==> src/verilog/mlpPkg.sv <==
`default_nettype none

package mlpPkg;

	localparam int dataWidth = 16;
	localparam int numFeatures = 15;
	localparam int numHidden = 4;
	localparam int numOutputs = 2;
	localparam int addrWidth = 5;

	// index widths used when decoding bus addresses
	localparam int featureIdxWidth = $clog2(numFeatures);
	localparam int outIdxWidth = (numOutputs > 1) ? $clog2(numOutputs) : 1;

	// pipeline depth, input stage plus activation stage per layer
	localparam int neuronLatency = 2;
	localparam int inferLatency = 2 * neuronLatency;
	localparam int countWidth = $clog2(inferLatency + 1);

	// register map in word addresses
	localparam logic [addrWidth-1:0] addrFeatureBase = addrWidth'(0);
	localparam logic [addrWidth-1:0] addrControl = addrWidth'(16);
	localparam logic [addrWidth-1:0] addrStatus = addrWidth'(17);
	localparam logic [addrWidth-1:0] addrOutBase = addrWidth'(20);

	// control and status bit positions
	localparam int ctrlStartBit = 0;
	localparam int statDoneBit = 0;

	// hidden layer, one row per neuron and one column per feature
	localparam logic signed [dataWidth-1:0] hiddenWeights [numHidden][numFeatures] = '{
		'{ -4,   2,  22,  23, -16, -17,  -2,  -5,  -4,   3,  47,  34,  27, -35,  17},
		'{ 11,  -9,   6,  -3,  14,   8, -21,  19,   5, -12,   2,  -7,  30,   4, -15},
		'{ -6,  13,  -1,   9,   7, -28,  16,  -4,  25,  10, -19,   3,  -8,  12,   6},
		'{ 20,   5, -14,   2,  -9,  18,   3,  11, -13,  -2,   8,  24, -17,   9,   1}
	};

	localparam logic signed [dataWidth-1:0] hiddenBias [numHidden] = '{3, -7, 12, 5};

	// output layer, one row per output neuron and one column per hidden neuron
	localparam logic signed [dataWidth-1:0] outWeights [numOutputs][numHidden] = '{
		'{ 4, -3,  2,  1},
		'{-2,  5, -1,  3}
	};

	localparam logic signed [dataWidth-1:0] outBias [numOutputs] = '{6, -4};

endpackage

`default_nettype wire
==> src/verilog/mlpBusSlave.sv <==
`default_nettype none

module mlpBusSlave
	import mlpPkg::*;
(
	input wire clk,
	input wire reset,
	input wire cyc,
	input wire stb,
	input wire we,
	input wire [addrWidth-1:0] adr,
	input wire [dataWidth-1:0] datIn,
	output logic [dataWidth-1:0] datOut,
	output logic ack,
	output logic [numFeatures*dataWidth-1:0] features,
	input wire [numOutputs*dataWidth-1:0] outAct
);

	logic [dataWidth-1:0] featureReg [numFeatures];

	logic request;
	logic writeEn;
	logic [addrWidth-1:0] featureOffset;
	logic [addrWidth-1:0] outOffset;
	logic isFeature;
	logic isControl;
	logic isStatus;
	logic isOut;
	logic featureWrite;
	logic startReq;

	logic [countWidth-1:0] countdown;
	logic done;
	logic [dataWidth-1:0] readData;

	// a request is new only while it has not been acked yet
	assign request = cyc && stb && !ack;
	assign writeEn = request && we;

	// offsets wrap below the base, so one compare covers both bounds
	assign featureOffset = adr - addrFeatureBase;
	assign outOffset = adr - addrOutBase;

	assign isFeature = featureOffset < numFeatures;
	assign isControl = adr == addrControl;
	assign isStatus = adr == addrStatus;
	assign isOut = outOffset < numOutputs;

	assign featureWrite = writeEn && isFeature;
	assign startReq = writeEn && isControl && datIn[ctrlStartBit];

	// single-cycle ack, no wait states
	always_ff @(posedge clk)
	begin
		if (reset)
			ack <= 1'b0;
		else
			ack <= request;
	end

	always_ff @(posedge clk)
	begin
		for (int i = 0; i < numFeatures; i++)
		begin
			if (reset)
				featureReg[i] <= '0;
			else if (featureWrite && featureOffset[featureIdxWidth-1:0] == i)
				featureReg[i] <= datIn;
		end
	end

	always_comb
	begin
		for (int i = 0; i < numFeatures; i++)
			features[i*dataWidth +: dataWidth] = featureReg[i];
	end

	// done follows inferLatency edges after the start ack
	always_ff @(posedge clk)
	begin
		if (reset)
		begin
			countdown <= '0;
			done <= 1'b0;
		end
		else if (startReq)
		begin
			countdown <= countWidth'(inferLatency);
			done <= 1'b0;
		end
		else if (featureWrite)
		begin
			// new features make any pending result stale
			countdown <= '0;
			done <= 1'b0;
		end
		else if (countdown != '0)
		begin
			countdown <= countdown - 1'b1;
			if (countdown == countWidth'(1))
				done <= 1'b1;
		end
	end

	// control reads as zero, unmapped too
	always_comb
	begin
		readData = '0;
		if (isFeature)
			readData = featureReg[featureOffset[featureIdxWidth-1:0]];
		else if (isStatus)
			readData[statDoneBit] = done;
		else if (isOut)
			readData = outAct[outOffset[outIdxWidth-1:0]*dataWidth +: dataWidth];
	end

	// read data lands with the ack
	always_ff @(posedge clk)
	begin
		if (request && !we)
			datOut <= readData;
	end

endmodule

`default_nettype wire

==> config.mk <==
export PLATFORM = sky130hd
export DESIGN_NAME = mlpBusSlave
export DESIGN_NICKNAME = d
export VERILOG_FILES = /design/src/verilog/mlpPkg.sv /design/src/verilog/mlpBusSlave.sv
export SDC_FILE = /design/constraint.sdc
export NUM_CORES = 1
export LEC_CHECK = 0
export ABC_CLOCK_PERIOD_IN_PS = 3400
export BUFFER_PORTS_ARGS = -buffer_cell sky130_fd_sc_hd__buf_2
export CAP_MARGIN = 20
export CORE_ASPECT_RATIO = 2
export CORE_MARGIN = 2
export CORE_UTILIZATION = 54
export DETAILED_ROUTE_END_ITERATION = 8
export MAX_ROUTING_LAYER = met4
export PLACE_DENSITY = 0.81
export SLEW_MARGIN = 20
export SYNTH_ARGS = -nofsm -noshare
export SYNTH_HDL_FRONTEND = slang
export SYNTH_SLANG_ARGS = --single-unit
==> constraint.sdc <==
create_clock -name clk -period 3.4 [get_ports clk]
set_input_delay 0.68 -clock clk [delete_from_list [all_inputs] [get_ports clk]]
set_output_delay 0.68 -clock clk [all_outputs]
set_load 0.05 [all_outputs]
==> results by group <==
Clock network
  • Clock latency on the worst-skew pair: between 0.5 and 0.6 ns
  • Hold_buf cts: 0
  • Post-CTS setup buffer count: 0
  • Total CTS buffers: 22
  • Worst-path clk slew: ~0.070 ns
  • Clk buf depth: 3
  • CTS tree: built
  • H-Tree Depth: 1
  • Root buffer cell: clkbuf_16
  • # resized after CTS: 0
  • Number of clock sinks: about 260

GRT
  • M1 GR Usage: 0.351
  • GRT met3 Usage: 0.0320
  • Remaining Overflow, GRT: 0
  • First-pass GRT wire length: between 50 and 60 mm
  • GR Util All Layers: 0.301
  • Initial antenna violation count: 0
  • Largest net degree at the start of global routing: 52
  • Busiest grt layer: met2
  • Vias in the first global route: about 8.4k
  • GR met2 Demand/Resource: 0.534

Die
  • Die H: roughly 220 um
  • Die area: ~24,000 um^2
  • Die width: about 110 um
  • Row cnt: 78
  • I/O Pins: 315
  • Initial Util: 0.549
  • Core Box Area: ~23,000 um^2

Power and ir drop
  • Leak: about 6.1 nW
  • Gate power share: 0.157
  • Fraction of power consumed by sequential logic: 0.508
  • Sw Pwr: 2.06 mW
  • Clock power frac: 0.335
  • Total power: 7.41 mW
  • Max VDD drop: 0.000556 V
  • Switch share: 0.278
  • P_int: ~5.4 mW
  • PD cells: approximately 500 nW/um^2

Layout
  • Ratio of cells with drive above 1 in the final layout: 0.423
  • # fillers: 1,656
  • Nets: 1,180
  • Non-Filler Instances: 1,410
  • N_diodes: 0
  • Layout area overhead: 19.8%

Routing
  • DRC viols: 0
  • DR vias: 8,372
  • First-pass DRT Iterations: 6
  • Final WL: between 30 and 40 mm
  • Drt first-iter violations: 744
  • Routed Antenna Nets: 0
  • Routed WL per cell: around 26 um
  • DR vias/cell: around 5.9

STA
  • Tcrit/Tclk final: 0.697
  • RSZ-0062 raised after global routing: false
  • Setup TNS: 0 ns
  • Min setup slack post-route: about 1.0 ns
  • Worst-margin pin slew: 1.11 ns
  • Relative slew slack: 0.260
  • Final hold vios: 0
  • Clk_skew: 0.00743 ns
  • Achievable frequency: 422 MHz
  • Pins Over Slew Limit: 0
  • Min cycle time layout: 2.37 ns
  • Setup violators final: 0

Run status
  • Status: finished, final reports clean

Placement
  • IO Port Bufs: 314
  • Dpl ws: about 0.54 ns
  • RePlAce Congestion: between 0.9 and 1
  • Placed Cells: between 1k and 1.5k
  • DP HPWL: between 20 and 30 mm

Synth
  • Synth Cell Area: 12,500 um^2
  • Yosys top cell area share: 0.615
  • Synthesized area per cell: 15.3 um^2
  • Post-synth EDFFs: about 260
  • Commonest cells post-synth: edfxtp_1, and2_1, mux2i_1, mux4_2, clkbuf_1
  • Post-synthesis sequential area ratio: 0.623
  • Syn Nets: slightly below 900
  • Synth Flop Type: edfxtp_1
  • Synthesis Warnings: 0
  • Cell taking the most area after synthesis: edfxtp_1
  • Post-synth cell types: between 50 and 60
  • Synth Instances: between 800 and 900
  • Asr flop ratio synth: 0
  • Synth Register Bits: 261
  • Most common cell in the netlist: edfxtp_1
  • Synth area leaders: edfxtp_1, and2_1, mux4_2

Worst setup path
  • Max FO, Critical Path: 15
  • Crit end category: register
  • Worst Path Class, Setup: input pin to register
  • Crit path max-delay cell type: or3b_1
  • Slowest stage delay, CP: ~0.7 ns
  • Crit path launch type: input pin
  • Worst-path cell chain: buf_2, inv_1, ha_1, xnor2_1, nor3_2, or3b_1, o221ai_2
  • WP data arrival: 2.71 ns
  • CP required: roughly 3.7 ns

Run
  • MaxCap Viol Count: 0

Hold path
  • Worst min path class: input pin to register
[cell families after synthesis]
| group | synth area share |
|---|---|
| and+or+nand+nor | 0.158 |
| DFF | 0.623 |
| muxes | 0.126 |
| AOI/OAI and AO/OA | 0.0500 |
| buffers and inverters | 0.0332 |
| adders and majority gates | 0.00801 |
| xor gates and xnor gates | 0.00140 |
[worst max-delay path: cells and delay by family]
family | cells | cell delay [ns]
adders and majority gates | 1 | 0.23
xor gates and xnor gates | 1 | 0.15
buffers and inverters | 2 | 0.36
AOI/OAI and AO/OA | 1 | 0.33
and+or+nand+nor | 2 | 0.95
[per-layer routing]
metal | wire (um) | share of wire
met1 | 12500 | 0.34
met2 | 19900 | 0.54
met3 | 2510 | 0.069
met4 | 1630 | 0.045
met5 | 0 | 0
[through the flow]
stage | util | hold WS (ns) | cell area, um^2
after global placement | 0.628 | 0.492 | 14300
after CTS | 0.658 | 0.479 | 15000
after global routing | 0.658 | 0.506 | 15000
final | 0.658 | 0.496 | 15000
after detailed placement | 0.628 | 0.492 | 14300
after floorplan | - | 0.437 | 12500
[worst paths after layout]
kind                start                 to  slack (ns)  depth (start not counted)
max                adr[3]         datOut[14]        1.03                          7
min                   cyc                ack        0.50                          3
max reg2reg           ack  featureReg[14][7]        1.23                          4
min reg2reg  countdown[1]       countdown[1]        0.50                          2
[cell usage in the layout (no fill, tap or decap), types with 2 or more instances in the layout]
cell,count
o221ai_2,10
and2_1,240
nand2b_4,2
o21bai_2,15
nor2_2,9
nor2_1,7
dfxtp_1,5
clkinv_1,3
o221ai_1,5
nand2_1,22
a21oi_1,3
inv_1,3
o21ai_0,15
mux2i_1,48
clkbuf_1,7
buf_4,24
nor3_2,2
clkinv_2,3
edfxtp_1,256
clkbuf_8,2
xnor2_1,2
and4_4,3
buf_2,312
nand3_1,5
a22oi_1,9
mux4_2,48
clkbuf_16,23
a22oi_2,6
nor2_4,4
or3_4,2
ha_1,8
[flip-flops by register name (all words and copies together), names as in the netlist]
name and count:
done 1, datOut 16, countdown 3, ack 1, featureReg 240
[power by group through the flow]
| stage | clock network (mW) | logic, mW | registers (mW) |
|---|---|---|---|
| after floorplan | 0 | 0.408 | 4.24 |
| after global placement | 0 | 1.14 | 3.83 |
| after detailed placement | 0 | 1.16 | 3.83 |
| after CTS | 2.50 | 1.16 | 3.77 |
| after global routing | 2.61 | 1.22 | 3.78 |
| final | 2.48 | 1.16 | 3.77 |
[layout make-up]
class,instances,area (um^2),share of cell area
flip-flops and latches,261,7790,0.520
multi-input cells,487,4350,0.291
repair buffers,338,1770,0.118
clock buffers,32,629,0.0420
well taps,280,350,0.0234
clock inverters,8,63.8,0.00426
inverters,4,15.0,0.00100
Note: power is estimated with default switching activity, not from simulation.
