[config.mk]
export PLATFORM = sky130hd
export DESIGN_NAME = hiddenLayer
export DESIGN_NICKNAME = d
export VERILOG_FILES = /design/src/verilog/mlpPkg.sv /design/src/verilog/hiddenLayer.sv /design/src/verilog/reluNeuron.sv
export SDC_FILE = /design/constraint.sdc
export NUM_CORES = 2
export LEC_CHECK = 0
export BUFFER_PORTS_ARGS = -buffer_cell sky130_fd_sc_hd__buf_2
export CAP_MARGIN = 20
export CELL_PAD_IN_SITES_DETAIL_PLACEMENT = 0
export CELL_PAD_IN_SITES_GLOBAL_PLACEMENT = 1
export CORE_MARGIN = 2
export CORE_UTILIZATION = 25
export CTS_BUF_LIST = sky130_fd_sc_hd__clkbuf_16
export CTS_CLUSTER_DIAMETER = 30
export CTS_CLUSTER_SIZE = 25
export DETAILED_ROUTE_END_ITERATION = 7
export PLACE_DENSITY = 0.48
export SYNTH_ARGS = -nofsm -noshare
export SYNTH_HDL_FRONTEND = slang
export SYNTH_SLANG_ARGS = --single-unit
[constraint.sdc]
create_clock -name clk -period 14.52 [get_ports clk]
set_clock_uncertainty 0.1 [all_clocks]
set_input_delay 1.452 -clock clk [delete_from_list [all_inputs] [get_ports clk]]
set_output_delay 1.452 -clock clk [all_outputs]
set_load 0.03 [all_outputs]
[src/verilog/mlpPkg.sv]
`default_nettype none

package mlpPkg;

	localparam int dataWidth = 16;
	localparam int numFeatures = 15;
	localparam int numHidden = 4;
	localparam int numOutputs = 2;
	localparam int addrWidth = 5;

	// index widths used when decoding bus addresses
	localparam int featureIdxWidth = $clog2(numFeatures);
	localparam int outIdxWidth = (numOutputs > 1) ? $clog2(numOutputs) : 1;

	// pipeline depth, input stage plus activation stage per layer
	localparam int neuronLatency = 2;
	localparam int inferLatency = 2 * neuronLatency;
	localparam int countWidth = $clog2(inferLatency + 1);

	// register map in word addresses
	localparam logic [addrWidth-1:0] addrFeatureBase = addrWidth'(0);
	localparam logic [addrWidth-1:0] addrControl = addrWidth'(16);
	localparam logic [addrWidth-1:0] addrStatus = addrWidth'(17);
	localparam logic [addrWidth-1:0] addrOutBase = addrWidth'(20);

	// control and status bit positions
	localparam int ctrlStartBit = 0;
	localparam int statDoneBit = 0;

	// hidden layer, one row per neuron and one column per feature
	localparam logic signed [dataWidth-1:0] hiddenWeights [numHidden][numFeatures] = '{
		'{ -4,   2,  22,  23, -16, -17,  -2,  -5,  -4,   3,  47,  34,  27, -35,  17},
		'{ 11,  -9,   6,  -3,  14,   8, -21,  19,   5, -12,   2,  -7,  30,   4, -15},
		'{ -6,  13,  -1,   9,   7, -28,  16,  -4,  25,  10, -19,   3,  -8,  12,   6},
		'{ 20,   5, -14,   2,  -9,  18,   3,  11, -13,  -2,   8,  24, -17,   9,   1}
	};

	localparam logic signed [dataWidth-1:0] hiddenBias [numHidden] = '{3, -7, 12, 5};

	// output layer, one row per output neuron and one column per hidden neuron
	localparam logic signed [dataWidth-1:0] outWeights [numOutputs][numHidden] = '{
		'{ 4, -3,  2,  1},
		'{-2,  5, -1,  3}
	};

	localparam logic signed [dataWidth-1:0] outBias [numOutputs] = '{6, -4};

endpackage

`default_nettype wire
[src/verilog/hiddenLayer.sv]
`default_nettype none

module hiddenLayer
	import mlpPkg::*;
(
	input wire clk,
	input wire reset,
	input wire [numFeatures*dataWidth-1:0] features,
	output logic [numHidden*dataWidth-1:0] hiddenAct
);

	logic [dataWidth-1:0] neuronAct [numHidden];

	// every hidden neuron sees the whole feature vector
	generate
		for (genvar h = 0; h < numHidden; h++)
		begin : gNeuron
			reluNeuron #(
				.numInputs(numFeatures),
				.rowIndex(h),
				.isOutput(1'b0)
			) uNeuron (
				.clk(clk),
				.reset(reset),
				.inVec(features),
				.act(neuronAct[h])
			);
		end
	endgenerate

	// pack neuron outputs, neuron 0 in the low word
	always_comb
	begin
		for (int h = 0; h < numHidden; h++)
			hiddenAct[h*dataWidth +: dataWidth] = neuronAct[h];
	end

endmodule

`default_nettype wire

[src/verilog/reluNeuron.sv]
`default_nettype none

module reluNeuron
	import mlpPkg::*;
#(
	parameter int numInputs = numFeatures,
	parameter int rowIndex = 0,
	parameter bit isOutput = 1'b0
)
(
	input wire clk,
	input wire reset,
	input wire [numInputs*dataWidth-1:0] inVec,
	output logic [dataWidth-1:0] act
);

	logic [dataWidth-1:0] weight [numInputs];
	logic [dataWidth-1:0] bias;
	logic [dataWidth-1:0] inReg [numInputs];
	logic [dataWidth-1:0] sum;

	// pick the weight row from the table of the layer this neuron sits in
	generate
		if (isOutput)
		begin : gOutRow
			for (genvar i = 0; i < numInputs; i++)
			begin : gWeight
				assign weight[i] = outWeights[rowIndex][i];
			end
			assign bias = outBias[rowIndex];
		end
		else
		begin : gHiddenRow
			for (genvar i = 0; i < numInputs; i++)
			begin : gWeight
				assign weight[i] = hiddenWeights[rowIndex][i];
			end
			assign bias = hiddenBias[rowIndex];
		end
	endgenerate

	// stage 1, capture the input vector
	always_ff @(posedge clk)
	begin
		for (int i = 0; i < numInputs; i++)
		begin
			if (reset)
				inReg[i] <= '0;
			else
				inReg[i] <= inVec[i*dataWidth +: dataWidth];
		end
	end

	// products and sum wrap at 16 bits
	always_comb
	begin
		logic [dataWidth-1:0] acc;
		acc = bias;
		for (int i = 0; i < numInputs; i++)
			acc = acc + inReg[i] * weight[i];
		sum = acc;
	end

	// stage 2, ReLU on the sign bit
	always_ff @(posedge clk)
	begin
		if (reset)
			act <= '0;
		else if (sum[dataWidth-1])
			act <= '0;
		else
			act <= sum;
	end

endmodule

`default_nettype wire

==> results.md <==
- The startpoint of the most critical register-to-register path is gNeuron[1].uNeuron.inReg[0][118]$_SDFF_PP0_.
- The area of the die is 0.311 mm².
- Together, buffers and inverters on the worst path number 8.
- The cell count of the worst reg-to-reg path is 39.
- The count of different cell masters after synthesis is 55.
- For the pin with the worst max-slew slack, the measured transition is 1240 ps.
- The largest individual stage delay along the critical path comes from the cell dfxtp_1.
- The clock tree from TritonCTS is done.
- The die is 558 µm tall.
- The hold buffer count at CTS is 0.
- No sink is reached through more buffers than the 4 on the longest clock path.
- In the synthesized netlist the dominant register cell turns out to be dfxtp_1.
- Of the synthesized area, sequential elements account for 7.83%.
- The slack of the worst reg-to-reg path is 640 ps.
- The clock tree root buffer cell is clkbuf_16.
- Row generation in the floorplan step produced 203 rows.
- The via total after detailed routing is 50307.
- The violation count after the first detailed-route iteration is 3390.
- The number of buffers added on ports is 301.
- After clock tree synthesis, the repair step resized 0 gates.
- The pre-antenna-repair detailed-routing pass consisted of 5 iterations.
- Setup violations remaining at the end of the flow were counted as 0.
- The share of the clock period used by the worst path after layout is 95.6%.
- The first global-routing pass estimated 495000 µm of wire.
- The run finished with clean final reports.
- The number of global-route vias before repair is 56653.
- The worst path required time is 15070 ps.
- The top-level port count is 306.
- The post-CTS setup buffer count is 0.
- The congestion estimate from routability-driven global placement came to 0.986.
- The count of flip-flops with a built-in enable after synthesis is 0.
- The critical path's top delay family is adder cells.
- The worst hold path stage count is 2.
- Global routing used 23.9% of the available tracks.
- Setup repair after global routing left no endpoint under its margin.
- The area of the mapped netlist is 0.0767 mm².
- The path with the worst hold slack has its endpoint at gNeuron[1].uNeuron.inReg[0][0]$_SDFF_PP0_.
- The clock sink count is 300.
- The count of nets left with antenna violations once routing finished came out at 0.
- The total CTS buffers is 107.
- The critical path's most frequent cell is fa_1.
- Fill cells in the final layout number 32378.
- The detailed-route DRC error count is 0.
- The initial antenna violation count is 24.
- In the final layout, the share of cells above drive strength 1 is 8.48%.
- The class of the most critical hold timing path is input port to register.
- Entering global routing, the biggest net connects 77 pins.
- For this block, the routed nets add up to 365000 µm of wire.
- The source of the worst hold timing path is features[0].
- The endpoint identified for the worst register-to-register timing path is gNeuron[2].uNeuron.act[12]$_SDFF_PP0_.
- The number of synthesis warnings is 0.
- The floorplan step set the die width to 558 µm.
- The worst-case headroom to the max-slew limit is 16.8%.
- The top achievable clock speed is 72.1 MHz.
- The number of vias per cell is 4.17.
- The placeable core region is 0.306 mm².
- The number of H-tree branching levels is 3.
- In the final routed layout, each cell accounts on average for 30.3 µm.
- The half-perimeter wire length after detailed placement is 330000 µm.
- In the final design database the tool counted 11041 nets.
- The worst setup path is launched from a register.
- The number of violations of the max-capacitance limit is 0.
- The worst setup path is captured at a register.
- The synthesized area per cell is 10.5 µm².
- The largest fanout on the critical path is 15.
- STA puts the critical path data arrival time at 14430 ps.
- Adding up every negative setup slack in the final design gives 0 ps.
- The count of endpoints failing hold in the final timing report is 0.
- Counting flops with an async set or reset pin after synthesis yields a share of 0%.
- The post-synthesis to final-layout area growth is 14.8%.
- The total count of max-transition violations in the final report was 0.
- The clock latency on the worst-skew pair is 880 ps.
- In this design, the stage delay of the slowest critical-path cell is 740 ps.
- The post-synthesis instance total is 7316.
- The setup path with the least slack is of type register to register.
- Counting flops and latches in the post-synthesis netlist gives 300.
- The total congestion overflow after global routing is 0.
- Once the floorplan was initialized, standard cells occupied 25.1% of the core.
- The minimum clock period is 13880 ps.
- Clock-pin slew was measured on the worst setup and hold paths at 50 ps.
-- through the flow --
| step | std cells | setup WS, ps | hold WS, ps | utilization [%] | cell area, µm² |
|---|---|---|---|---|---|
| finish | 12065 | 642 | 679 | 28.8 | 88100 |
| global route | 12060 | 185 | 678 | 28.8 | 88100 |
| global placement | 11861 | 612 | 778 | 27.7 | 84600 |
| floorplan | 7319 | 3130 | 581 | - | 76700 |
| detailed placement | 11864 | 673 | 783 | 27.7 | 84600 |
| CTS | 12057 | 561 | 626 | 28.8 | 88100 |
-- state kept, by name, indices dropped and copies added, names as in the netlist --
signal	count
gNeuron.uNeuron.act	60
gNeuron.uNeuron.inReg	240
-- cell usage in the layout, fill, tap and decap left out, types with 16 or more instances in the layout --
cell type	n
inv_1	2519
fa_1	1807
ha_1	1118
xnor2_1	494
buf_2	301
dfxtp_1	296
nor2b_1	268
a21oi_1	176
buf_4	176
xor2_1	116
clkbuf_16	107
nor2_1	94
o21bai_1	71
o21ai_0	58
a21o_1	56
nand2_1	44
nor3_1	30
clkinv_1	19
clkinv_4	16
-- cells in the mapped netlist (2+ instances only) --
cell type,number,area [µm²]
nor3_1,30,150
inv_1,2509,9420
fa_1,1807,36200
dfxtp_1,300,6010
a21o_1,56,420
o31a_1,3,26.3
xor2_1,117,1020
a211oi_1,2,15.0
clkbuf_1,27,101
nand2b_1,15,93.8
xnor2_1,494,4330
a21oi_1,176,881
and3_1,5,31.3
or3_1,4,25.0
o211ai_1,7,52.6
o21a_1,15,113
nand2_1,44,165
nand3_1,9,45.0
ha_1,1118,14000
o21ai_0,60,300
o41ai_1,7,61.3
and2_1,8,50.1
xnor3_1,8,180
buf_6,2,22.5
nor2b_1,268,1680
nor4_1,3,18.8
a31oi_1,5,31.3
o21bai_1,71,533
or2_2,4,25.0
o31ai_1,2,15.0
nor2_1,94,353
buf_4,4,30.0
a41oi_1,4,35.0
a21boi_0,4,30.0
buf_2,2,10.0
nor2_2,13,81.3
-- logic make-up after synthesis --
group,after synthesis,synth area share [%]
AO/OA/AOI/OAI,418,3.36
XOR/XNOR,622,7.29
adder cells (fa/ha/maj),2925,65.4
buffers and inverters,2545,12.5
flip-flops,300,7.83
multiplexers,1,0.0130
other,1,0.00489
AND/OR/NAND/NOR,504,3.62
-- worst max path at each step --
stage,startpoint,depth (start not counted),slack [ps],endpoint
finish,gNeuron[1].uNeuron.inReg[0][118]$_SDFF_PP0_,39,640,gNeuron[2].uNeuron.act[12]$_SDFF_PP0_
detailed placement,gNeuron[1].uNeuron.inReg[0][0]$_SDFF_PP0_,36,670,gNeuron[2].uNeuron.act[12]$_SDFF_PP0_
global route,gNeuron[1].uNeuron.inReg[0][5]$_SDFF_PP0_,39,180,gNeuron[2].uNeuron.act[12]$_SDFF_PP0_
CTS,gNeuron[1].uNeuron.inReg[0][0]$_SDFF_PP0_,36,560,gNeuron[2].uNeuron.act[12]$_SDFF_PP0_
floorplan,gNeuron[1].uNeuron.inReg[0][5]$_SDFF_PP0_,40,3130,gNeuron[0].uNeuron.act[9]$_SDFF_PP0_
global placement,gNeuron[1].uNeuron.inReg[0][0]$_SDFF_PP0_,36,610,gNeuron[2].uNeuron.act[12]$_SDFF_PP0_
-- per-layer routing --
metal	track usage (%)	wire length [µm]	part of all wire, %	up-vias
met5	0	32	0.0088	-
met4	11.2	20500	5.6	4
met3	3.65	18200	5.0	371
met2	38.5	168000	46	1362
met1	31.4	159000	43	26222
li1	-	-	-	22348
-- layout make-up --
type	instances	area (µm²)	share of cell area (%)
Antenna cell	7	17.5	0.0199
Clock buffer	107	2680	3.04
Clock inverter	86	776	0.881
Inverter	2509	9420	10.7
Multi-Input combinational cell	4474	61100	69.4
Sequential cell	300	6010	6.82
Tap cell	4100	5130	5.82
Timing Repair Buffer	482	2910	3.30
Power is not shown: default switching activity piles up to over one toggle a cycle in this logic, so the estimate is an artifact.
