### src/verilog/mlpPkg.sv
`default_nettype none

package mlpPkg;

	localparam int dataWidth = 16;
	localparam int numFeatures = 15;
	localparam int numHidden = 4;
	localparam int numOutputs = 2;
	localparam int addrWidth = 5;

	// index widths used when decoding bus addresses
	localparam int featureIdxWidth = $clog2(numFeatures);
	localparam int outIdxWidth = (numOutputs > 1) ? $clog2(numOutputs) : 1;

	// pipeline depth, input stage plus activation stage per layer
	localparam int neuronLatency = 2;
	localparam int inferLatency = 2 * neuronLatency;
	localparam int countWidth = $clog2(inferLatency + 1);

	// register map in word addresses
	localparam logic [addrWidth-1:0] addrFeatureBase = addrWidth'(0);
	localparam logic [addrWidth-1:0] addrControl = addrWidth'(16);
	localparam logic [addrWidth-1:0] addrStatus = addrWidth'(17);
	localparam logic [addrWidth-1:0] addrOutBase = addrWidth'(20);

	// control and status bit positions
	localparam int ctrlStartBit = 0;
	localparam int statDoneBit = 0;

	// hidden layer, one row per neuron and one column per feature
	localparam logic signed [dataWidth-1:0] hiddenWeights [numHidden][numFeatures] = '{
		'{ -4,   2,  22,  23, -16, -17,  -2,  -5,  -4,   3,  47,  34,  27, -35,  17},
		'{ 11,  -9,   6,  -3,  14,   8, -21,  19,   5, -12,   2,  -7,  30,   4, -15},
		'{ -6,  13,  -1,   9,   7, -28,  16,  -4,  25,  10, -19,   3,  -8,  12,   6},
		'{ 20,   5, -14,   2,  -9,  18,   3,  11, -13,  -2,   8,  24, -17,   9,   1}
	};

	localparam logic signed [dataWidth-1:0] hiddenBias [numHidden] = '{3, -7, 12, 5};

	// output layer, one row per output neuron and one column per hidden neuron
	localparam logic signed [dataWidth-1:0] outWeights [numOutputs][numHidden] = '{
		'{ 4, -3,  2,  1},
		'{-2,  5, -1,  3}
	};

	localparam logic signed [dataWidth-1:0] outBias [numOutputs] = '{6, -4};

endpackage

`default_nettype wire
### src/verilog/outputLayer.sv
`default_nettype none

module outputLayer
	import mlpPkg::*;
(
	input wire clk,
	input wire reset,
	input wire [numHidden*dataWidth-1:0] hiddenAct,
	output logic [numOutputs*dataWidth-1:0] outAct
);

	logic [dataWidth-1:0] neuronAct [numOutputs];

	// same neuron pipeline, fed by the hidden activations
	generate
		for (genvar o = 0; o < numOutputs; o++)
		begin : gNeuron
			reluNeuron #(
				.numInputs(numHidden),
				.rowIndex(o),
				.isOutput(1'b1)
			) uNeuron (
				.clk(clk),
				.reset(reset),
				.inVec(hiddenAct),
				.act(neuronAct[o])
			);
		end
	endgenerate

	// output 0 in the low word
	always_comb
	begin
		for (int o = 0; o < numOutputs; o++)
			outAct[o*dataWidth +: dataWidth] = neuronAct[o];
	end

endmodule

`default_nettype wire

### src/verilog/reluNeuron.sv
`default_nettype none

module reluNeuron
	import mlpPkg::*;
#(
	parameter int numInputs = numFeatures,
	parameter int rowIndex = 0,
	parameter bit isOutput = 1'b0
)
(
	input wire clk,
	input wire reset,
	input wire [numInputs*dataWidth-1:0] inVec,
	output logic [dataWidth-1:0] act
);

	logic [dataWidth-1:0] weight [numInputs];
	logic [dataWidth-1:0] bias;
	logic [dataWidth-1:0] inReg [numInputs];
	logic [dataWidth-1:0] sum;

	// pick the weight row from the table of the layer this neuron sits in
	generate
		if (isOutput)
		begin : gOutRow
			for (genvar i = 0; i < numInputs; i++)
			begin : gWeight
				assign weight[i] = outWeights[rowIndex][i];
			end
			assign bias = outBias[rowIndex];
		end
		else
		begin : gHiddenRow
			for (genvar i = 0; i < numInputs; i++)
			begin : gWeight
				assign weight[i] = hiddenWeights[rowIndex][i];
			end
			assign bias = hiddenBias[rowIndex];
		end
	endgenerate

	// stage 1, capture the input vector
	always_ff @(posedge clk)
	begin
		for (int i = 0; i < numInputs; i++)
		begin
			if (reset)
				inReg[i] <= '0;
			else
				inReg[i] <= inVec[i*dataWidth +: dataWidth];
		end
	end

	// products and sum wrap at 16 bits
	always_comb
	begin
		logic [dataWidth-1:0] acc;
		acc = bias;
		for (int i = 0; i < numInputs; i++)
			acc = acc + inReg[i] * weight[i];
		sum = acc;
	end

	// stage 2, ReLU on the sign bit
	always_ff @(posedge clk)
	begin
		if (reset)
			act <= '0;
		else if (sum[dataWidth-1])
			act <= '0;
		else
			act <= sum;
	end

endmodule

`default_nettype wire

### config.mk
export PLATFORM = sky130hd
export DESIGN_NAME = outputLayer
export DESIGN_NICKNAME = d
export VERILOG_FILES = /design/src/verilog/mlpPkg.sv /design/src/verilog/outputLayer.sv /design/src/verilog/reluNeuron.sv
export SDC_FILE = /design/constraint.sdc
export NUM_CORES = 1
export LEC_CHECK = 0
export BUFFER_PORTS_ARGS = -buffer_cell sky130_fd_sc_hd__clkbuf_2
export CORE_MARGIN = 5
export CORE_UTILIZATION = 48
export CTS_BUF_LIST = sky130_fd_sc_hd__clkbuf_8
export CTS_CLUSTER_DIAMETER = 60
export DETAILED_ROUTE_END_ITERATION = 10
export PLACE_DENSITY = 0.71
export SYNTH_ARGS = -nofsm -noshare
export SYNTH_HDL_FRONTEND = slang
export SYNTH_HIERARCHICAL = 1
export SYNTH_SLANG_ARGS = --single-unit
### constraint.sdc
create_clock -name clk -period 19 [get_ports clk]
set_input_delay 3.8 -clock clk [delete_from_list [all_inputs] [get_ports clk]]
set_output_delay 3.8 -clock clk [all_outputs]
set_load 0.005 [all_outputs]
==> results of run 1 <==
cells in the mapped netlist, drive strengths merged, types with 2 or more instances:
| cell type | n |
|---|---|
| inv | 284 |
| fa | 158 |
| dfxtp | 154 |
| nor2b | 128 |
| ha | 93 |
| xnor2 | 42 |
| nor2 | 27 |
| o21ai | 20 |
| clkbuf | 15 |
| xor2 | 14 |
| nor3 | 13 |
| a21oi | 12 |
| nand2 | 12 |
| a21o | 8 |
| a211oi | 7 |
| nand2b | 6 |
| nand3 | 5 |
| nor3b | 5 |
| o21a | 5 |
| a31oi | 4 |
| buf | 4 |
| xnor3 | 3 |
| a21boi | 2 |
| a311oi | 2 |
| a41oi | 2 |
| conb | 2 |
| nor4 | 2 |
| o21bai | 2 |
worst paths after layout:
kind | end | cells after the start | startpoint | slack, ps
max reg2reg | gNeuron[1].uNeuron/act[12] | 27 | gNeuron[1].uNeuron/inReg[0][8] | 10580
min reg2reg | gNeuron[1].uNeuron/act[0] | 3 | gNeuron[1].uNeuron/inReg[3][0] | 630
min | gNeuron[1].uNeuron/act[0] | 3 | gNeuron[1].uNeuron/inReg[3][0] | 630
max | gNeuron[1].uNeuron/act[12] | 27 | gNeuron[1].uNeuron/inReg[0][8] | 10580
worst max-delay path, cell delays in order (launching register included):
cell and delay [ps]:
dfxtp_1 360, inv_1 90, fa_1 530, inv_1 80
fa_1 490, inv_1 50, fa_1 490, inv_1 50
fa_1 550, inv_1 50, fa_1 450, fa_1 510
inv_1 50, ha_1 350, mux2_2 360, a311oi_1 200
o311ai_0 300, fa_1 600, inv_1 60, fa_1 480
fa_1 380, xnor2_1 210, xnor2_1 140, xnor3_1 430
xnor3_1 290, xnor3_1 350, nand2b_2 270, nor2_1 130
placed cells by master, fill, tap and decap left out, types with 4 or more instances in the layout:
master	n
clkbuf_2	93
xnor2_1	40
xor2_1	14
nor2b_1	128
nor3_1	5
nand2b_1	5
inv_6	5
nand2_1	12
a211oi_1	5
o21ai_0	18
a21oi_1	12
clkinvlp_4	4
nand3_1	5
a21o_1	8
dfxtp_1	154
nor3_2	8
clkbuf_8	18
nor2_1	27
a31oi_1	4
o21a_1	5
fa_1	158
ha_1	93
inv_1	284
layout make-up:
class / count / area share [%]
inverter: 284 / 8.864
sequential: 154 / 25.63
clock buffer: 18 / 2.060
clock inverter: 14 / 1.113
tap: 285 / 2.965
timing repair buffer: 95 / 3.995
multi-input combinational: 591 / 55.37
cells by family (layout without fill, tap and decap cells):
family | count (synthesis) | after routing | synth area share, %
AOI/OAI and AO/OA | 76 | 76 | 4.883
xor gates and xnor gates | 59 | 59 | 5.193
adders and majority gates | 251 | 251 | 39.73
buffers and inverters | 303 | 411 | 10.62
DFF | 154 | 154 | 28.31
muxes | 1 | 1 | 0.1034
other | 2 | 2 | 0.06896
and+or+nand+nor | 202 | 202 | 11.10
metal layers:
layer	up-vias	GRT usage [%]	routed length (um)
li1	3299	-	-
met1	3232	22.24	9324
met2	99	27.32	9711
met3	17	3.516	712
met4	0	3.715	245
met5	-	0	0
state kept, by name (all words and copies together) (netlist names):
name / count
gNeuron.uNeuron/act: 30
gNeuron.uNeuron/inReg: 124
stage by stage:
step	utilization (%)	cells	worst slack, ps
floorplan	-	1048	11300
global placement	51.75	1409	10680
detailed placement	51.75	1409	10610
CTS	53.44	1441	10530
global route	53.44	1441	10160
finish	53.44	1441	10580
==> summary.md, run 1 <==
| Metric | Value |
|---|---|
| Status | `finished, final reports clean` |
| DP Area | `approximately 12000 um^2` |
| Synthesis-stage register bit count | `154` |
| Critical path class | `reg -> reg` |
| Total number of yosys warnings | `6` |
| ANT nets after route | `0` |
| TNS Setup | `0 ps` |
| CP startpoint kind | `flop` |
| Num rows | `55` |
| Number of fillers in the final layout | `between 2000 and 2500` |
| 1st-iter DRT viols | `about 230` |
| Post-CTS Hold Buffers | `0` |
| Multi-input gate area | `about 6700 um^2` |
| Register area | `between 3000 and 4000 um^2` |
| Clock Sink Count | `154` |
| N_diodes | `0` |
| Slew Viols, Final | `0` |
| Post-Route WL | `between 15 and 20 mm` |
| Area Growth Syn to Fin | `10.43%` |
| Post-layout min period | `around 8400 ps` |
| Share of flip-flops with an asynchronous set or reset | `0%` |
| Unique masters post-synth | `53` |
| Worst EP required | `~19000 ps` |
| Clk buf depth | `2` |
| Vias in the first global route | `6858` |
| First-pass GRT wire length | `approximately 33 mm` |
| Ys flop type | `dfxtp_1` |
| Tcrit/Tclk final | `between 40 and 50%` |
| Syn nets | `1365` |
| HP Class | `reg -> reg` |
| Synth area leader | `fa_1` |
| GP Congestion | `between 0.8 and 0.9` |
| CTS resizes | `0` |
| Drc violations | `0` |
| Max-cap violation count | `0` |
| Boundary pin count | `98` |
| Actual slew at the worst max-slew pin | `approximately 1000 ps` |
| Layout cells sized above 1 | `12.63%` |
| Die ar. | `25800 um^2` |
| Count of final setup violators | `0` |
| Die Ht | `~160 um` |
| Cell area after layout | `about 12000 um^2` |
| Crit end category | `flop` |
| Unrepaired setup endpoints after global routing | `no` |
| WL/cell | `between 10 and 15 um` |
| Synth top area share | `29.04%` |
| Fin. Hold Viols | `0` |
| Core ar. | `between 20000 and 25000 um^2` |
| Port Buffers | `94` |
| Post-Synthesis Cell Area | `approximately 11000 um^2` |
| Syn Area/Cell | `10.39 um^2` |
| Post-synth EDFFs | `0` |
| Fin Clk Skew | `between 15 and 20 ps` |
| CTS Buf Count | `17` |
| Avg Vias per Cell | `roughly 4.6` |
| TritonCTS clock tree | `done` |
| Clock-pin slew on the worst setup and hold paths | `approximately 90 ps` |
| Worst path arrival time | `~9000 ps` |
| Grt ovf | `0` |
| Max H-tree Level | `4` |
| Starting Density | `about half` |
| GRT Overall Usage | `16.44%` |
| Initial antenna violation count | `0` |
| CTS root buffer | `clkbuf_8` |
| Skew-Pair Late Insertion Delay | `about 460 ps` |
| Crit Path Max Fanout | `15` |
| DRT Pass-1 Iters | `4` |
| Fin Hold WS | `631.8 ps` |
| Rel. slew slack | `roughly a third` |
| Max Freq | `118.7 MHz` |
| Mapped Cells | `1048` |
| Main area contributors after synthesis | `fa_1, dfxtp_1, ha_1, inv_1, nor2b_1` |
| Register area share after synthesis | `between 20 and 30%` |
| Die width | `160.6 um` |
| Largest net degree at the start of global routing | `between 70 and 80` |
| Via count | `roughly 6600` |
| Final Net Count | `1460` |
| Post-DP HPWL | `about 17 mm` |
| Setup Fix Bufs, Post-CTS | `0` |
Power of run 1 is not shown: default switching activity piles up to over one toggle a cycle in this logic, so the estimate is an artifact.
==> inputs of run 2 (changes only) <==
==> constraint.sdc (replaced) <==
create_clock -name clk -period 8.6 [get_ports clk]
set_input_delay 1.72 -clock clk [delete_from_list [all_inputs] [get_ports clk]]
set_output_delay 1.72 -clock clk [all_outputs]
set_load 0.005 [all_outputs]
==> summary.md, run 2 (synthesis gave the netlist of run 1 again) <==
| Metric | Value |
|---|---|
| DRT Pass-1 Iters | `4 (unchanged)` |
| Actual slew at the worst max-slew pin | `990.7 ps (-27.72 ps)` |
| Skew-Pair Late Insertion Delay | `460 ps (about the same)` |
| Most flops, register | `gNeuron.uNeuron/inReg` |
| Port Buffers | `94 (unchanged)` |
| Grt ovf | `0 (unchanged)` |
| HP Class | `reg -> reg` |
| ANT nets after route | `0 (unchanged)` |
| Top flop regs | `gNeuron.uNeuron/inReg x124, gNeuron.uNeuron/act x30` |
| Largest net degree at the start of global routing | `97 (+31%)` |
| Worst path arrival time | `8610 ps (-140 ps)` |
| Area Growth Syn to Fin | `10.71%` |
| Critical path class | `reg -> reg` |
| GP Congestion | `0.8282 (-0.91%)` |
| N_diodes | `0 (unchanged)` |
| Number of fillers in the final layout | `1998 (-1.7%)` |
| Boundary pin count | `98 (unchanged)` |
| Die Ht | `160.6 um (unchanged)` |
| Clock Sink Count | `154 (unchanged)` |
| CTS Buf Count | `17 (unchanged)` |
| Crit end category | `flop` |
| TNS Setup | `0 ps (unchanged)` |
| Post-DP HPWL | `17.44 mm (+1.6%)` |
| Fin. Hold Viols | `0 (unchanged)` |
| Initial antenna violation count | `0 (unchanged)` |
| Count of final setup violators | `0 (unchanged)` |
| Starting Density | `48.40% (unchanged)` |
| Max H-tree Level | `4 (unchanged)` |
| Commonest non-fill, non-tap cells in the layout | `inv_1, fa_1, dfxtp_1` |
| Via count | `6645 (-0.030%)` |
| Rel. slew slack | `33.96% (+2.2 points)` |
| Clk buf depth | `2 (unchanged)` |
| Unrepaired setup endpoints after global routing | `no` |
| TritonCTS clock tree | `done` |
| Clock-pin slew on the worst setup and hold paths | `90 ps (about the same)` |
| CP startpoint kind | `flop` |
| Max Freq | `121.3 MHz (+2.2%)` |
| Post-layout min period | `8243 ps (-180.9 ps)` |
| Post-Route WL | `20.28 mm (+1.4%)` |
| Number of flip-flops in the largest register | `124 (unchanged)` |
| Setup Fix Bufs, Post-CTS | `0 (unchanged)` |
| 1st-iter DRT viols | `280 (+21%)` |
| Fin Clk Skew | `17.36 ps (+2.023 ps)` |
| Crit Path Max Fanout | `15 (unchanged)` |
| Drc violations | `0 (unchanged)` |
| Status | `finished, final reports clean` |
| Die width | `160.6 um (unchanged)` |
| Die ar. | `25800 um^2 (unchanged)` |
| Tcrit/Tclk final | `95.85% (+52 points)` |
| Layout cells sized above 1 | `12.71% (+0.076 points)` |
| Slew Viols, Final | `0 (unchanged)` |
| Final Net Count | `1461 (+0.068%)` |
| Most common cell after layout, fill and taps aside | `inv_1` |
| CTS root buffer | `clkbuf_8` |
| First-pass GRT wire length | `33.94 mm (+1.6%)` |
| Max-cap violation count | `0 (unchanged)` |
| Vias in the first global route | `6979 (+1.8%)` |
| Worst EP required | `8970 ps (-10360 ps)` |
| GRT Overall Usage | `16.78% (+0.34 points)` |
| Core ar. | `22500 um^2 (unchanged)` |
| Avg Vias per Cell | `4.608 (about the same)` |
| WL/cell | `14.06 um (+1.3%)` |
| Num rows | `55 (unchanged)` |
==> run 2: cell type report <==
| cell class | instances | area [um^2] | area share (%) |
|---|---|---|---|
| Clock inverter | 14 | 151.4 | 1.256 |
| Inverter | 284 | 1066 | 8.842 |
| Clock buffer | 18 | 247.7 | 2.055 |
| Sequential cell | 154 | 3083 | 25.57 |
| Timing Repair Buffer | 96 | 488.0 | 4.047 |
| Multi-Input combinational cell | 591 | 6664 | 55.27 |
| Tap cell | 285 | 356.6 | 2.958 |
==> run 2: final timing paths <==
check | endpoint | slack (ps) | cells past startpoint | from
worst max-delay path | gNeuron[1].uNeuron/act[6] | 360 | 27 | gNeuron[1].uNeuron/inReg[0][8]
worst min register to register | gNeuron[1].uNeuron/act[0] | 630 | 3 | gNeuron[1].uNeuron/inReg[3][0]
worst max register to register | gNeuron[1].uNeuron/act[6] | 360 | 27 | gNeuron[1].uNeuron/inReg[0][8]
worst min-delay path | gNeuron[1].uNeuron/act[0] | 630 | 3 | gNeuron[1].uNeuron/inReg[3][0]
==> run 2: layer usage <==
metal	track usage [%]	vias to the layer above	part of all wire (%)	wire [um]
li1	-	3302	-	-
met2	28.49	119	50	10100
met5	0	-	0	0
met1	22.55	3212	46	9300
met3	3.285	12	3.6	724
met4	3.402	0	0.76	154
==> run 2: critical path, stage by stage (launching register included) <==
cell      delay, ps
dfxtp_1         360
inv_1           100
fa_1            540
inv_1            90
fa_1            490
inv_1            50
fa_1            500
inv_1            60
fa_1            530
inv_1            50
fa_1            460
fa_1            520
inv_1            50
ha_1            350
mux2_2          350
a311oi_1        230
o311ai_1        200
fa_1            530
inv_1            50
fa_1            490
fa_1            390
xnor2_1         200
xnor2_1         150
xnor3_1         420
xnor3_1         250
xnor3_1         370
nand2b_4        150
a211oi_1        240
==> run 2: per-stage QoR <==
step / area, um^2 / hold slack (ps) / instances / worst slack, ps / utilization (%)
4_1_cts: 12050 / 644.3 / 1442 / 228.1 / 53.56
6_report: 12060 / 635.0 / 1442 / 357.3 / 53.58
5_1_grt: 12060 / 663.8 / 1442 / 5.837 / 53.58
3_3_place_gp: 11650 / 609.6 / 1410 / 372.5 / 51.78
3_5_place_dp: 11650 / 611.6 / 1410 / 290.1 / 51.78
2_1_floorplan: 10890 / 568.3 / 1048 / 904.1 / -
==> run 2: repair_timing <==
| action | 4_1_cts | 5_1_grt |
|---|---|---|
| endpoints found under the setup margin | 0 | 11 |
| gates resized for setup | 0 | 2 |
| hold buffers | 0 | 0 |
Power of run 2 is left out for the same reason.
==> inputs of run 3 (changes only) <==
--- a/config.mk
+++ b/config.mk
@@ -6,12 +6,14 @@
 export NUM_CORES = 1
 export LEC_CHECK = 0
 export BUFFER_PORTS_ARGS = -buffer_cell sky130_fd_sc_hd__clkbuf_2
+export CELL_PAD_IN_SITES_DETAIL_PLACEMENT = 1
+export CELL_PAD_IN_SITES_GLOBAL_PLACEMENT = 2
 export CORE_MARGIN = 5
-export CORE_UTILIZATION = 48
+export CORE_UTILIZATION = 41
 export CTS_BUF_LIST = sky130_fd_sc_hd__clkbuf_8
 export CTS_CLUSTER_DIAMETER = 60
 export DETAILED_ROUTE_END_ITERATION = 10
-export PLACE_DENSITY = 0.71
+export PLACE_DENSITY = 0.87
 export SYNTH_ARGS = -nofsm -noshare
 export SYNTH_HDL_FRONTEND = slang
 export SYNTH_HIERARCHICAL = 1
==> summary.md, run 3 (synthesis gave the netlist of run 1 again) <==
| Metric | Value |
|---|---|
| GRT Overall Usage | `16.22% (-0.56 points)` |
| Layout cells sized above 1 | `12.95% (+0.25 points)` |
| Die Ht | `173.0 um (+7.7%)` |
| Number of flip-flops in the largest register | `124 (unchanged)` |
| CTS resizes | `0 (unchanged)` |
| TritonCTS clock tree | `done` |
| Hold depth | `3 (unchanged)` |
| Worst path arrival time | `8540 ps (-70 ps)` |
| Die ar. | `29920 um^2 (+16%)` |
| Worst reg2reg path startpoint | `gNeuron[1].uNeuron/inReg[0][8]` |
| CTS root buffer | `clkbuf_8` |
| Worst reg2reg endpoint | `gNeuron[1].uNeuron/act[4]` |
| Reg2Reg Depth | `27 (unchanged)` |
| Grt ovf | `0 (unchanged)` |
| Rel. slew slack | `30.20% (-3.8 points)` |
| Clk buf depth | `2 (unchanged)` |
| Max Freq | `122.0 MHz (+0.54%)` |
| Clock Sink Count | `154 (unchanged)` |
| Max-cap violation count | `0 (unchanged)` |
| Crit end category | `flop` |
| Crit Path Max Fanout | `15 (unchanged)` |
| HP Class | `reg -> reg` |
| GP Congestion | `0.8192 (-1.1%)` |
| CTS Buf Count | `17 (unchanged)` |
| Post-CTS Hold Buffers | `0 (unchanged)` |
| Skew-Pair Late Insertion Delay | `460 ps (about the same)` |
| TNS Setup | `0 ps (unchanged)` |
| DRT Pass-1 Iters | `4 (unchanged)` |
| Area Growth Syn to Fin | `11.51%` |
| HP Start | `gNeuron[1].uNeuron/inReg[3][0]` |
| Hold EP | `gNeuron[1].uNeuron/act[0]` |
| Top flop regs | `gNeuron.uNeuron/inReg x124, gNeuron.uNeuron/act x30` |
| CP startpoint kind | `flop` |
| Initial antenna violation count | `0 (unchanged)` |
| 1st-iter DRT viols | `236 (-16%)` |
| Most common cell after layout, fill and taps aside | `inv_1` |
| Die width | `173.0 um (+7.7%)` |
| Avg Vias per Cell | `4.550 (-1.3%)` |
| WL/cell | `15.39 um (+9.4%)` |
| Port Buffers | `94 (unchanged)` |
| Setup Fix Bufs, Post-CTS | `0 (unchanged)` |
| Num rows | `59 (+7.3%)` |
| Clock-pin slew on the worst setup and hold paths | `110 ps (+20 ps)` |
| Status | `finished, final reports clean` |
| Boundary pin count | `98 (unchanged)` |
| Fin. Hold Viols | `0 (unchanged)` |
| Worst setup path startpoint | `gNeuron[1].uNeuron/inReg[0][8]` |
| Drc violations | `0 (unchanged)` |
| Most flops, register | `gNeuron.uNeuron/inReg` |
| Worst EP required | `8940 ps (-30 ps)` |
| First-pass GRT wire length | `38.61 mm (+14%)` |
| ANT nets after route | `0 (unchanged)` |
| Max H-tree Level | `4 (unchanged)` |
| Tcrit/Tclk final | `95.33% (-0.52 points)` |
| Core ar. | `26130 um^2 (+16%)` |
| Via count | `6793 (+2.2%)` |
| Unrepaired setup endpoints after global routing | `no` |
| Vias in the first global route | `7565 (+8.4%)` |
| Post-DP HPWL | `19.75 mm (+13%)` |
| Critical path class | `reg -> reg` |
| Count of final setup violators | `0 (unchanged)` |
| Worst R2R Setup Slack | `400 ps (+40 ps)` |
| Commonest non-fill, non-tap cells in the layout | `inv_1, fa_1, dfxtp_1` |
| Final Net Count | `1462 (+0.068%)` |
| Starting Density | `41.67% (-6.7 points)` |
| Actual slew at the worst max-slew pin | `1042 ps (+51.14 ps)` |
| Largest net degree at the start of global routing | `76 (-22%)` |
| Post-Route WL | `22.97 mm (+13%)` |
| Post-layout min period | `8198 ps (-44.32 ps)` |
| Fin Clk Skew | `17.44 ps (+0.07910 ps)` |
| N_diodes | `0 (unchanged)` |
| Slew Viols, Final | `0 (unchanged)` |
| Number of fillers in the final layout | `2989 (+50%)` |
-- run 3: metrics by stage --
| step | utilization [%] | hold slack (ps) | std cells | setup WS, ps | cell area (um^2) |
|---|---|---|---|---|---|
| floorplan | - | 568.3 | 1048 | 904.1 | 10890 |
| global placement | 44.86 | 600.4 | 1461 | 329.3 | 11720 |
| detailed placement | 44.86 | 642.5 | 1461 | 257.2 | 11720 |
| CTS | 46.42 | 672.2 | 1493 | 189.0 | 12130 |
| global route | 46.47 | 713.5 | 1493 | 43.95 | 12140 |
| finish | 46.47 | 663.7 | 1493 | 401.6 | 12140 |
-- run 3: per-layer routing --
metal	global-route usage, %	vias up	wire length [um]
met3	3.035	19	803
met5	0	-	0
met4	3.425	0	403
li1	-	3308	-
met1	21.93	3351	10670
met2	27.37	115	11100
-- run 3: final cells by class --
type                            count  area (um^2)  area share [%]
Clock inverter                     15        175.2           1.442
Sequential cell                   154         3083           25.39
Tap cell                          335        419.2           3.451
Clock buffer                       17        234.0           1.927
Multi-Input combinational cell    591         6671           54.94
Inverter                          284         1066           8.778
Timing Repair Buffer               97        495.5           4.080
-- run 3: worst max-delay path, cell delays in order (launching register included) --
cell and delay, ps:
dfxtp_1 370, inv_1 100, fa_1 530, inv_1 80
fa_1 480, inv_1 50, fa_1 500, inv_1 60
fa_1 530, inv_1 50, fa_1 460, fa_1 500
inv_1 40, ha_1 360, mux2_2 360, a311oi_1 230
o311ai_1 190, fa_1 530, inv_1 50, fa_1 490
fa_1 390, xnor2_1 200, xnor2_1 150, xnor3_1 420
xnor3_1 300, xnor3_2 410, nand2b_4 190, nor3_1 70
-- run 3: how the worst max path moves through the flow --
stage                     slack [ps]                   endpoint  cells after the start
after floorplan                  900  gNeuron[1].uNeuron/act[9]                     28
after global placement           330  gNeuron[1].uNeuron/act[6]                     28
after detailed placement         260  gNeuron[1].uNeuron/act[6]                     27
after CTS                        190  gNeuron[1].uNeuron/act[6]                     25
after global routing              40  gNeuron[1].uNeuron/act[4]                     28
final                            400  gNeuron[1].uNeuron/act[4]                     27
Power of run 3 is left out for the same reason.
